`src/logic/mapper_pkg.sv`:
```
package mapper_pkg;

	typedef logic [4:0] mapper_t;                 // Mapper number from $5xx6
	localparam mapper_t MAPPER_UXROM = 5'd1;      // 16K switch + fixed last
	localparam mapper_t MAPPER_CNROM = 5'd2;      // 8K CHR switch
	localparam mapper_t MAPPER_AXROM = 5'd8;      // 32K switch, one-screen
	localparam mapper_t MAPPER_MMC3  = 5'd20;     // Banks plus scanline IRQ

	typedef logic [7:0] bank_reg_t;               // One bank register word

	typedef logic [1:0] mirror_t;                 // Nametable mode
	localparam mirror_t MIRROR_VERT   = 2'd0;     // CIRAM A10 from PPU A10
	localparam mirror_t MIRROR_HORIZ  = 2'd1;     // CIRAM A10 from PPU A11
	localparam mirror_t MIRROR_ONE_A  = 2'd2;     // Lower page only
	localparam mirror_t MIRROR_ONE_B  = 2'd3;     // Upper page only

	localparam int PRG_OUT_W = 14;                // PRG A26..A13
	localparam int CHR_OUT_W = 8;                 // CHR A17..A10

	// A CPU data byte seen as the $5xx7 control byte or as the MMC3 bank select
	typedef union packed
	{
		struct packed
		{
			logic       lockout;                  // Freezes $5xxx writes
			logic [1:0] spare;
			mirror_t    mirroring;
			logic       prg_we_en;                // Flash writes allowed
			logic       chr_we_en;                // CHR RAM writes allowed
			logic       sram_en;
		} ctrl_view;
		struct packed
		{
			logic       chr_invert;               // Swap 2K and 1K halves
			logic       prg_mode;                 // Swap $8000 and $C000 slots
			logic [2:0] spare;
			logic [2:0] reg_idx;                  // Target of next odd write
		} sel_view;
	} cpu_byte_u;

endpackage

```
`src/logic/a12_rise_fsm.sv`:
```
`timescale 1ns/1ps
module a12_rise_fsm
	import mapper_pkg::*;
#(
	parameter int A12_LOW_CYCLES = 3    // Lows needed before a rise counts
)
(
	input  logic m2,
	input  logic ppu_addr_in,           // Async reset
	input  logic a12,                   // PPU A12, sampled each edge
	output logic a12_tick               // One cycle per qualified rise
);
	localparam int CNT_W = $clog2(A12_LOW_CYCLES + 1);
	localparam logic [1:0] A12_HIGH         = 2'd0;
	localparam logic [1:0] A12_LOW_COUNTING = 2'd1;
	localparam logic [1:0] A12_ARMED        = 2'd2;

	logic [1:0]       state;
	logic [CNT_W-1:0] low_cnt;          // Consecutive low samples

	always_ff @(posedge m2 or posedge ppu_addr_in)
	begin
		if (ppu_addr_in)
		begin
			state    <= A12_HIGH;
			low_cnt  <= '0;
			a12_tick <= 1'b0;
		end
		else
		begin
			a12_tick <= 1'b0;
			if (a12)
			begin
				a12_tick <= (state == A12_ARMED); // Rise after a long low
				state    <= A12_HIGH;             // Short dips fall back here
				low_cnt  <= '0;
			end
			else
			begin
				case (state)
					A12_HIGH:
					begin
						low_cnt <= CNT_W'(1);
						state   <= (A12_LOW_CYCLES <= 1) ? A12_ARMED : A12_LOW_COUNTING;
					end
					A12_LOW_COUNTING:
					begin
						low_cnt <= low_cnt + 1'b1;
						if (low_cnt >= CNT_W'(A12_LOW_CYCLES - 1))
							state <= A12_ARMED;   // Enough lows seen
					end
					default: ;                      // Stay armed while low
				endcase
			end
		end
	end

endmodule

```
`src/logic/bank_mapper.sv`:
```
`timescale 1ns/1ps
module bank_mapper
	import mapper_pkg::*;
(
	input  logic                 romsel,
	input  logic                 cpu_rw,
	input  logic [14:0]          cpu_addr,
	input  logic                 ppu_rd,
	input  logic                 ppu_wr,
	input  logic [13:0]          ppu_addr,
	input  mapper_t              mapper,
	input  logic [12:0]          prg_base,
	input  logic [4:0]           prg_mask,
	input  logic [4:0]           chr_mask,
	input  logic [1:0]           sram_page,
	input  logic                 sram_en,
	input  logic                 prg_we_en,
	input  logic                 chr_we_en,
	input  mirror_t              mirroring,
	input  bank_reg_t            bank_r0,
	input  bank_reg_t            bank_r1,
	input  bank_reg_t            bank_r2,
	input  bank_reg_t            bank_r3,
	input  bank_reg_t            bank_r4,
	input  bank_reg_t            bank_r5,
	input  bank_reg_t            bank_r6,
	input  bank_reg_t            bank_r7,
	input  logic                 mmc3_prg_mode,
	input  logic                 mmc3_chr_invert,
	output logic [PRG_OUT_W-1:0] prg_addr,   // A26..A13
	output logic [CHR_OUT_W-1:0] chr_addr,   // A17..A10
	output logic                 flash_we,   // Strobes active low
	output logic                 flash_oe,
	output logic                 sram_ce,
	output logic                 sram_we,
	output logic                 sram_oe,
	output logic                 chr_oe,
	output logic                 chr_we,
	output logic                 ciram_a10
);
	logic [5:0] prg_inner;              // A18..A13 before base and mask
	logic [7:0] chr_inner;              // A17..A10 before mask

	always_comb
	begin
		case (mapper)
			MAPPER_UXROM, MAPPER_CNROM: // Last 16K fixed at $C000
				prg_inner = {cpu_addr[14] ? 5'h1f : bank_r1[4:0], cpu_addr[13]};
			MAPPER_MMC3:
			begin
				case (cpu_addr[14:13])
					2'b00: prg_inner = mmc3_prg_mode ? 6'h3e : bank_r6[5:0];
					2'b01: prg_inner = bank_r7[5:0];
					2'b10: prg_inner = mmc3_prg_mode ? bank_r6[5:0] : 6'h3e;
					default: prg_inner = 6'h3f; // $E000 always last bank
				endcase
			end
			default: prg_inner = {bank_r1[3:0], cpu_addr[14:13]}; // 32K, AxROM and NROM
		endcase
	end

	always_comb
	begin
		if (mapper == MAPPER_MMC3)
		begin
			if (ppu_addr[12] == mmc3_chr_invert)    // 2K half
				chr_inner = {ppu_addr[11] ? bank_r1[7:1] : bank_r0[7:1], ppu_addr[10]};
			else
			begin
				case (ppu_addr[11:10])              // 1K half
					2'b00: chr_inner = bank_r2;
					2'b01: chr_inner = bank_r3;
					2'b10: chr_inner = bank_r4;
					default: chr_inner = bank_r5;
				endcase
			end
		end
		else
			chr_inner = {bank_r0[4:0], ppu_addr[12:10]}; // Plain 8K bank
	end

	// SRAM page takes the PRG lines outside $8000-$FFFF
	assign prg_addr = romsel ? {{(PRG_OUT_W - 2){1'b0}}, sram_page}
		: {prg_base[12:5], prg_base[4:0] | (prg_inner[5:1] & ~prg_mask), prg_inner[0]};
	assign chr_addr = {chr_inner[7:3] & ~chr_mask, chr_inner[2:0]};

	assign flash_we = cpu_rw | romsel | ~prg_we_en;
	assign flash_oe = ~cpu_rw | romsel;
	assign sram_ce  = ~(cpu_addr[14] & cpu_addr[13] & romsel & sram_en); // $6000-$7FFF
	assign sram_we  = cpu_rw;
	assign sram_oe  = ~cpu_rw;
	assign chr_oe   = ppu_rd | ppu_addr[13];              // Nametables go to CIRAM
	assign chr_we   = ppu_wr | ppu_addr[13] | ~chr_we_en;

	always_comb
	begin
		case (mirroring)
			MIRROR_VERT:  ciram_a10 = ppu_addr[10];
			MIRROR_HORIZ: ciram_a10 = ppu_addr[11];
			MIRROR_ONE_A: ciram_a10 = 1'b0;
			default:      ciram_a10 = 1'b1;
		endcase
	end

endmodule

```
`src/logic/cart_mapper_top.sv`:
```
`timescale 1ns/1ps
module cart_mapper_top
	import mapper_pkg::*;
#(
	parameter int A12_LOW_CYCLES = 3    // IRQ filter length in m2 edges
)
(
	input  logic                 m2,
	input  logic                 ppu_addr_in,  // Async reset, active high
	input  logic                 romsel,
	input  logic                 cpu_rw,
	input  logic [14:0]          cpu_addr,
	input  logic [7:0]           cpu_data,
	input  logic                 ppu_rd,
	input  logic                 ppu_wr,
	input  logic [13:0]          ppu_addr,
	output logic [PRG_OUT_W-1:0] prg_addr,
	output logic [CHR_OUT_W-1:0] chr_addr,
	output logic                 flash_we,
	output logic                 flash_oe,
	output logic                 sram_ce,
	output logic                 sram_we,
	output logic                 sram_oe,
	output logic                 chr_oe,
	output logic                 chr_we,
	output logic                 ciram_a10,
	output logic                 irq
);
	mapper_t     mapper;
	logic [12:0] prg_base;
	logic [4:0]  prg_mask;
	logic [4:0]  chr_mask;
	logic [1:0]  sram_page;
	logic        sram_en;
	logic        prg_we_en;
	logic        chr_we_en;
	mirror_t     mirroring;
	bank_reg_t   bank_r0, bank_r1, bank_r2, bank_r3;
	bank_reg_t   bank_r4, bank_r5, bank_r6, bank_r7;
	logic        mmc3_prg_mode;
	logic        mmc3_chr_invert;
	logic [7:0]  irq_latch;
	logic        reload_req;
	logic        irq_enable_set;
	logic        irq_disable;
	logic        a12_tick;

	cart_reg_file cart_reg_file_inst (
		.m2, .ppu_addr_in, .romsel, .cpu_rw, .cpu_addr, .cpu_data,
		.mapper, .prg_base, .prg_mask, .chr_mask, .sram_page,
		.sram_en, .prg_we_en, .chr_we_en, .mirroring,
		.bank_r0, .bank_r1, .bank_r2, .bank_r3,
		.bank_r4, .bank_r5, .bank_r6, .bank_r7,
		.mmc3_prg_mode, .mmc3_chr_invert,
		.irq_latch, .reload_req, .irq_enable_set, .irq_disable
	);

	a12_rise_fsm #(.A12_LOW_CYCLES(A12_LOW_CYCLES)) a12_rise_fsm_inst (
		.m2, .ppu_addr_in,
		.a12      (ppu_addr[12]),  // Pattern table select line
		.a12_tick
	);

	scanline_irq_counter scanline_irq_counter_inst (
		.m2, .ppu_addr_in, .a12_tick, .irq_latch,
		.reload_req, .irq_enable_set, .irq_disable, .irq
	);

	bank_mapper bank_mapper_inst (
		.romsel, .cpu_rw, .cpu_addr, .ppu_rd, .ppu_wr, .ppu_addr,
		.mapper, .prg_base, .prg_mask, .chr_mask, .sram_page,
		.sram_en, .prg_we_en, .chr_we_en, .mirroring,
		.bank_r0, .bank_r1, .bank_r2, .bank_r3,
		.bank_r4, .bank_r5, .bank_r6, .bank_r7,
		.mmc3_prg_mode, .mmc3_chr_invert,
		.prg_addr, .chr_addr, .flash_we, .flash_oe,
		.sram_ce, .sram_we, .sram_oe, .chr_oe, .chr_we, .ciram_a10
	);

endmodule

```
`src/logic/cart_reg_file.sv`:
```
`timescale 1ns/1ps
module cart_reg_file
	import mapper_pkg::*;
(
	input  logic        m2,
	input  logic        ppu_addr_in,    // Async reset
	input  logic        romsel,         // Low for $8000-$FFFF
	input  logic        cpu_rw,
	input  logic [14:0] cpu_addr,
	input  logic [7:0]  cpu_data,
	output mapper_t     mapper,
	output logic [12:0] prg_base,       // A26..A14
	output logic [4:0]  prg_mask,       // Masks A18..A14
	output logic [4:0]  chr_mask,       // Masks A17..A13
	output logic [1:0]  sram_page,
	output logic        sram_en,
	output logic        prg_we_en,
	output logic        chr_we_en,
	output mirror_t     mirroring,
	output bank_reg_t   bank_r0,
	output bank_reg_t   bank_r1,
	output bank_reg_t   bank_r2,
	output bank_reg_t   bank_r3,
	output bank_reg_t   bank_r4,
	output bank_reg_t   bank_r5,
	output bank_reg_t   bank_r6,
	output bank_reg_t   bank_r7,
	output logic        mmc3_prg_mode,
	output logic        mmc3_chr_invert,
	output logic [7:0]  irq_latch,
	output logic        reload_req,     // One-cycle pulses
	output logic        irq_enable_set,
	output logic        irq_disable
);
	cpu_byte_u  data_u;                 // Write byte, two decodings
	bank_reg_t  regs [0:7];
	logic [2:0] bank_sel;               // MMC3 register index
	logic       lockout;
	logic       cfg_wr;
	logic       rom_wr;

	assign data_u = cpu_data;
	assign cfg_wr = !cpu_rw && romsel && (cpu_addr[14:12] == 3'b101) && !lockout; // $5000-$5FFF
	assign rom_wr = !cpu_rw && !romsel; // $8000-$FFFF

	always_ff @(posedge m2 or posedge ppu_addr_in)
	begin
		if (ppu_addr_in)
		begin
			mapper          <= '0;
			prg_base        <= '0;
			prg_mask        <= '0;
			chr_mask        <= '0;
			sram_page       <= '0;
			sram_en         <= 1'b0;
			prg_we_en       <= 1'b0;
			chr_we_en       <= 1'b0;
			mirroring       <= MIRROR_VERT;
			lockout         <= 1'b0;
			bank_sel        <= '0;
			mmc3_prg_mode   <= 1'b0;
			mmc3_chr_invert <= 1'b0;
			irq_latch       <= '0;
			reload_req      <= 1'b0;
			irq_enable_set  <= 1'b0;
			irq_disable     <= 1'b0;
			for (int i = 0; i < 8; i++)
				regs[i] <= '0;
		end
		else
		begin
			reload_req     <= 1'b0;     // Pulses last one cycle
			irq_enable_set <= 1'b0;
			irq_disable    <= 1'b0;
			if (cfg_wr)
			begin
				case (cpu_addr[2:0])
					3'd0: prg_base[12:8] <= cpu_data[4:0];     // A26..A22
					3'd1: prg_base[7:0]  <= cpu_data;          // A21..A14
					3'd2: prg_mask       <= cpu_data[4:0];
					3'd3: regs[0]        <= cpu_data;          // NROM CHR bank
					3'd4: chr_mask       <= cpu_data[4:0];
					3'd5: {regs[1][5:0], sram_page} <= cpu_data;
					3'd6: mapper         <= cpu_data[4:0];
					3'd7:
					begin
						lockout   <= data_u.ctrl_view.lockout;
						mirroring <= data_u.ctrl_view.mirroring;
						prg_we_en <= data_u.ctrl_view.prg_we_en;
						chr_we_en <= data_u.ctrl_view.chr_we_en;
						sram_en   <= data_u.ctrl_view.sram_en;
					end
					default: ;
				endcase
			end
			if (rom_wr)
			begin
				case (mapper)
					MAPPER_UXROM: regs[1] <= cpu_data; // PRG bank
					MAPPER_CNROM: regs[0] <= cpu_data; // CHR bank
					MAPPER_AXROM:
					begin
						regs[1][4:0] <= cpu_data[4:0];
						mirroring    <= {1'b1, cpu_data[4]}; // One-screen page from bit 4
					end
					MAPPER_MMC3:
					begin
						case ({cpu_addr[14:13], cpu_addr[0]})
							3'b000:                            // $8000 bank select
							begin
								bank_sel        <= data_u.sel_view.reg_idx;
								mmc3_prg_mode   <= data_u.sel_view.prg_mode;
								mmc3_chr_invert <= data_u.sel_view.chr_invert;
							end
							3'b001: regs[bank_sel] <= cpu_data; // $8001 bank data
							3'b010: mirroring <= cpu_data[0] ? MIRROR_HORIZ : MIRROR_VERT;
							3'b100: irq_latch      <= cpu_data; // $C000
							3'b101: reload_req     <= 1'b1;     // $C001
							3'b110: irq_disable    <= 1'b1;     // $E000, also acks
							3'b111: irq_enable_set <= 1'b1;     // $E001
							default: ;                          // $A001 RAM protect ignored
						endcase
					end
					default: ;                                  // NROM, no bank writes
				endcase
			end
		end
	end

	assign bank_r0 = regs[0];
	assign bank_r1 = regs[1];
	assign bank_r2 = regs[2];
	assign bank_r3 = regs[3];
	assign bank_r4 = regs[4];
	assign bank_r5 = regs[5];
	assign bank_r6 = regs[6];
	assign bank_r7 = regs[7];

endmodule

```
`src/logic/scanline_irq_counter.sv`:
```
`timescale 1ns/1ps
module scanline_irq_counter
	import mapper_pkg::*;
(
	input  logic       m2,
	input  logic       ppu_addr_in,     // Async reset
	input  logic       a12_tick,        // Qualified A12 rise
	input  logic [7:0] irq_latch,
	input  logic       reload_req,      // $C001 pulse
	input  logic       irq_enable_set,  // $E001 pulse
	input  logic       irq_disable,     // $E000 pulse
	output logic       irq              // Active high level
);
	logic [7:0] count;                  // Scanlines left
	logic [7:0] next_count;
	logic       reload_flag;
	logic       irq_enabled;
	logic       do_reload;

	assign do_reload = reload_flag || (count == 8'd0);

	always_comb
	begin
		next_count = do_reload ? irq_latch : count - 8'd1; // Reload or count down
	end

	always_ff @(posedge m2 or posedge ppu_addr_in)
	begin
		if (ppu_addr_in)
		begin
			count       <= '0;
			reload_flag <= 1'b0;
			irq_enabled <= 1'b0;
			irq         <= 1'b0;
		end
		else
		begin
			if (a12_tick)
			begin
				count <= next_count;
				if (do_reload)
					reload_flag <= 1'b0;
				if ((next_count == 8'd0) && irq_enabled && !irq_disable)
					irq <= 1'b1;            // Held until acked
			end
			if (reload_req)
				reload_flag <= 1'b1;        // Later request wins over the clear
			if (irq_disable)
			begin
				irq_enabled <= 1'b0;
				irq         <= 1'b0;        // Ack drops the line
			end
			else if (irq_enable_set)
				irq_enabled <= 1'b1;
		end
	end

endmodule

```
`config.mk`:
```
export PLATFORM = sky130hd
export DESIGN_NAME = cart_mapper_top
export DESIGN_NICKNAME = d
export VERILOG_FILES = /design/src/logic/mapper_pkg.sv /design/src/logic/a12_rise_fsm.sv /design/src/logic/bank_mapper.sv /design/src/logic/cart_mapper_top.sv /design/src/logic/cart_reg_file.sv /design/src/logic/scanline_irq_counter.sv
export SDC_FILE = /design/constraint.sdc
export NUM_CORES = 1
export LEC_CHECK = 0
export BUFFER_PORTS_ARGS = -buffer_cell sky130_fd_sc_hd__buf_4
export CAP_MARGIN = 25
export CORE_MARGIN = 2
export CORE_UTILIZATION = 59
export DETAILED_ROUTE_END_ITERATION = 7
export GPL_ROUTABILITY_DRIVEN = 0
export MAX_ROUTING_LAYER = met4
export PLACE_DENSITY = 0.9
export SYNTH_ARGS = -nofsm -noshare
export SYNTH_HDL_FRONTEND = slang
export SYNTH_SLANG_ARGS = --single-unit
```
`constraint.sdc`:
```
create_clock -name m2 -period 4.6 [get_ports m2]
set_clock_uncertainty 0.15 [all_clocks]
set_input_delay 0.23 -clock m2 [delete_from_list [all_inputs] [get_ports m2]]
set_output_delay 0.23 -clock m2 [all_outputs]
set_load 0.005 [all_outputs]
```
* After elaboration in Yosys (flattened, before gate mapping) *
Cells that the tools add are included.

word-level totals
  register bits = 132
  bits of input ports = 43
  output and inout bits = 31

cells by class
  add/sub/neg operators = 2
  magnitude comparators = 3
  equal/unequal tests = 29
  multiplexer cells = 54
  bitwise operators = 19
  reductions and logical operators = 43

operators by type and width
  kind                count
  $mux 64             2
  $bwmux 64           1
  $mux 48             1
  $mux 8              6
  $eq 3x3->1 const B  9
  $demux 8 s3         1
  $mux 6              4
  $pmux 8 s3          1
  $reduce_and 2->1    10
  $mux 1              19
  $pmux 6 s3          1
  $logic_not 8->1     2
  $pmux 8 s2          1
  $mux 14             1
  $mux 2              7
  $pmux 2 s2          3
  $pmux 6 s2          1
  $reduce_and 3->1    4
  $reduce_bool 2->1   6
  $and 5x5->5         2
  $not 5->5           2
  $pmux 5 s2          1
  $eq 3x2->1 const B  3
  $eq 2x1->1 const B  4
  other kinds (30)    58

* Longest topological paths before layout *
  depth in word-level cells = 9
  depth in mapped cells = 8

* By module *
Synthesis repeated with hierarchy kept, for this count alone.

unflattened totals
  cells, all modules = 525
  area, all modules = 6596.3 µm²

modules (own cells, without submodules)
  module                instances  cells an instance  area an instance (µm²)
  cart_reg_file         1          305                4710.8
  bank_mapper           1          121                950.9
  scanline_irq_counter  1          80                 726.9
  a12_rise_fsm          1          19                 207.7

* Least setup slack after synthesis *
Ideal clock, no wire load.

  path type = register -> register
  start = register cart_reg_file_inst.lockout
  end = register cart_reg_file_inst.regs, in the netlist cart_reg_file_inst.bank_r1[0]
  arrival time = 2.232 ns
  required time = 4.325 ns
  slack = 2.093 ns
  cell stages (with the launch flop) = 7
  buffers on the path = 1
  cells stage by stage = dfrtp_1 -> or4b_4 -> or3_4 -> or3b_1 -> buf_6 -> mux2_4 -> mux2_2

on the way
  word-level cells in the longest chain between the ends = 7

ends and longest elaborated chain
  element                        line                  text
  start, declared                cart_reg_file.sv:38   logic lockout;
  start signal, assigned         cart_reg_file.sv:87   lockout <= data_u.ctrl_view.lockout;
  $logic_not 1->1 *              cart_reg_file.sv:43   assign cfg_wr = !cpu_rw && romsel && (cpu_addr[14:12] == 3'b101) && !lockout;
  $logic_and 1x1->1 *            cart_reg_file.sv:43
  $mux 6 *                       cart_reg_file.sv:75   if (cfg_wr)
  $bwmux 64                      cart_reg_file.sv:115  3'b001: regs[bank_sel] <= cpu_data;
  $mux 64                        cart_reg_file.sv:108  case ({cpu_addr[14:13], cpu_addr[0]})
  $pmux 5 s2                     cart_reg_file.sv:98   case (mapper)
  $mux 64 *                      cart_reg_file.sv:96   if (rom_wr)
  end signal, assigned by index  cart_reg_file.sv:115
  end, declared                  cart_reg_file.sv:36   bank_reg_t regs [0:7];

Mark *: on every way between the ends. The rest lies on a longest branch, timed or not. The select of a mux whose other input is x is not followed.
A chain may end at the register's enable or synchronous reset.

* Worst setup path after layout *
  start = register cart_reg_file_inst.mapper[0]
  end = output prg_addr[2]

on the way
  word-level cells in the longest chain between the ends = 6
  elaborated cells between the ends (all ways) = 8
  classes of those cells = 3 x eq/ne; 2 x mux; 2 x bitwise; 1 x reduce/logical

ends and longest elaborated chain
  element                                   line                   text
  start, declared                           cart_reg_file.sv:11    output mapper_t mapper,
  start signal, assigned                    cart_reg_file.sv:84    3'd6: mapper <= cpu_data[4:0];
  $eq 5x1->1 or $eq 5x2->1 (tied branches)  bank_mapper.sv:46      case (mapper)
  $reduce_or 2->1                           bank_mapper.sv:46
  $pmux 6 s2 *                              bank_mapper.sv:46
  $and 5x5->5 *                             bank_mapper.sv:84      : {prg_base[12:5], prg_base[4:0] | (prg_inner[5:1] & ~prg_mask), prg_inner[0]};
  $or 5x5->5 *                              bank_mapper.sv:84
  $mux 14 *                                 bank_mapper.sv:83      assign prg_addr = romsel ? {{(PRG_OUT_W - 2){1'b0}}, sram_page}
  end, declared                             cart_mapper_top.sv:17  output logic [PRG_OUT_W-1:0] prg_addr,

Mark *: on every way between the ends. The rest lies on a longest branch, timed or not.

==> out/results.txt <==
Count leader, synth: dfrtp_1
1st-iter DRT viols: 442
Top cell type's share of synthesized area: 50.2%
Status: finished, final reports clean
Leading area contributor after synthesis: dfrtp_1
Pins Over Slew Limit: 0
Die W: 108 microns
Register area share after synthesis: 50.2%
Routed Antenna Nets: 0
Clk root buf: clkbuf_8
Final Critical Period: 3.06 ns
Inst Count DP: 701
PD cells: 461 nW/um^2
Fin Setup TNS: 0 ns
Unrepaired setup endpoints after global routing: false
Kind of critical path: reg2out
Routed WL: 16400 microns
Delay-heaviest family, CP: simple AND/OR/NAND/NOR gates
Hold Path Sink: cart_reg_file_inst.irq_enable_set
Pleak: 3.65 nW
Hold Crit Depth: 3
Ratio of final minimum period to clock period: 66.4%
Initial cell density of the core: 61.2%
Reg clk slew, reported paths: 0.06 ns
Reg2Reg Depth: 5
Post-synth EDFFs: 0
TritonCTS clock tree: built
Reg2Reg Setup Slack: 1.56 ns
First-pass GRT wire length: 26600 microns
Fin nets: 645
Slowest-stage cell, CP: and2_1
Hold Startpoint: cpu_addr[14]
Area of the multi-input gates: 2980 sq um
Cells after synthesis: 538
Number of global-route vias before repair: 5073
# fillers: 649
DR DRC count: 0
Setup crit start kind: flip-flop
Clock Tree Buf Depth: 2
Number of synthesized register bits: 128
GRT Total Usage: 31.2%
Final HPWL DP: 9860 microns
Inserted Diodes: 0
Area contributors post-synth: dfrtp_1 (50%), mux2_2 (20%), mux4_2 (2.8%)
Total CTS buffers: 17
Placeable Area: 10400 sq um
I/O pin cnt: 74
Synthesis Warnings: 0
Post-route worst setup slack: 1.54 ns
Mean number of vias per cell: 6.36
Crit-path cells: nor2_1, and2_1, nand2_1, a31oi_1, o21ba_2, buf_4
Clk_lat worst skew: 0.53 ns
Post-route insts no fill: 748
IO Port Bufs: 54
R2R Path End: cart_reg_file_inst.irq_latch[6]
Post-cts sizing count: 0
CP Max Fanout: 15
Max_cap viols: 0
Post CTS Setup Buffer Count: 0
Overflow after GRT: 0
Die area: 11700 sq um
# setup viols final: 0
Synthesized area: 6370 sq um
H-tree Lvls: 4
FMAX: 0.327 GHz
Critical R2R Launch: cart_reg_file_inst.mapper[0]
Worst slew pin tran: 1.09 ns
CTS Sinks: 128
Synth unique cells: 56
Num rows: 37
Most frequent cells after synthesis: dfrtp_1 (128), mux2_2 (111), nand2_1 (32), clkbuf_1 (29), nor2_1 (27)
Pre-antenna DRT Iters: 5
Die Span Y: 108 microns
HP Class: in2reg
Routed wire per std cell: 21.9 microns
Place WS: 1.69 ns
VDD IR max: 283 uV
Hold buffers post-CTS: 14
CP Data Arrival Time: 2.68 ns
Via count: 4761
Initial antenna violation count: 0
Largest net degree at the start of global routing: 69
WP buf/inv: 1
Synth Flop Type: dfrtp_1
Share of cells above drive strength 1: 37.6%
Avg Synthesized Cell Area: 11.8 sq um
Area delta synth->final: 20.4%
Slew HR: 27.5%
Register area: 3200 sq um
CP Data Required Time: 4.22 ns
Worst Setup End Kind: output pin
Syn nets: 584
Max incr delay on CP: 0.63 ns
FFs w/ async S/R, synth: 100%
Final hold violation count: 0
-- metal layers --
layer | wire [microns] | global-route usage, % | vias up
li1 | - | - | 2073
met1 | 6210 | 37.7 | 2410
met2 | 8680 | 52.2 | 225
met3 | 1080 | 6.81 | 53
met4 | 419 | 10.9 | 0
met5 | 0 | - | -
-- kinds of logic (layout without fill, tap and decap cells) --
logic type	count (synthesis)	after routing	share of synthesized area [%]
simple gates	137	137	11.9
mux	135	135	25.4
flops	128	128	50.2
compound gates	82	82	8.18
buf+inv	48	122	3.00
xor+xnor	5	5	0.687
fa+ha+maj	3	3	0.589
-- cells in the final DEF, fill, tap and decap left out, types with 12 or more instances in the layout --
| master | n |
|---|---|
| dfrtp_1 | 128 |
| dlygate4sd3_1 | 14 |
| nor3_1 | 12 |
| nor2_1 | 27 |
| buf_4 | 60 |
| nand2_1 | 32 |
| o21ai_0 | 20 |
| mux2_2 | 111 |
| a21oi_1 | 26 |
| inv_1 | 15 |
| clkbuf_16 | 16 |
-- how the worst max path moves through the flow --
stage                                       start                         endpoint  slack [ns]  cells past startpoint
2_1_floorplan                         ppu_addr_in       asynchronous set/reset pin        0.81                      1
3_3_place_gp                         cpu_addr[13]   cart_reg_file_inst.chr_mask[2]        1.75                      5
3_5_place_dp                         cpu_addr[13]   cart_reg_file_inst.chr_mask[1]        1.69                      5
4_1_cts        cart_reg_file_inst.mmc3_chr_invert                      chr_addr[4]        1.52                      5
5_1_grt              cart_reg_file_inst.mapper[0]  cart_reg_file_inst.irq_latch[6]        1.39                      5
6_report             cart_reg_file_inst.mapper[0]                      prg_addr[2]        1.54                      6
-- power breakdown --
part | internal, mW | switching (mW) | leakage (nW) | total (mW)
clock | 1.01 | 0.519 | 0.315 | 1.53
combinational | 0.316 | 0.337 | 1.60 | 0.652
sequential | 1.24 | 0.117 | 1.74 | 1.36
total | 2.56 | 0.973 | 3.65 | 3.53
-- area by class of cell --
| class | count | share of cell area, % |
|---|---|---|
| timing repair buffer | 74 | 7.70 |
| inverter | 16 | 0.815 |
| clock buffer | 19 | 5.63 |
| clock inverter | 13 | 3.05 |
| sequential | 128 | 41.7 |
| tap | 136 | 2.22 |
| multi-input combinational | 362 | 38.8 |
-- metrics by stage --
stage / hold slack, ns / total power [mW] / utilization, % / cell area, sq um
detailed placement: 0.270 / 1.99 / 65.8 / 6860
CTS: 0.0121 / 3.53 / 73.6 / 7660
finish: 0.0610 / 3.53 / 73.7 / 7670
floorplan: 0.151 / 1.78 / - / 6370
global placement: 0.259 / 1.94 / 65.8 / 6860
global route: 0.0524 / 3.67 / 73.7 / 7670
-- tightest hold or removal path, stage by stage --
cell     delay (ns)
buf_4          0.18
nand3_1        0.20
nor3_1         0.09
(Power assumes the default switching activity.)
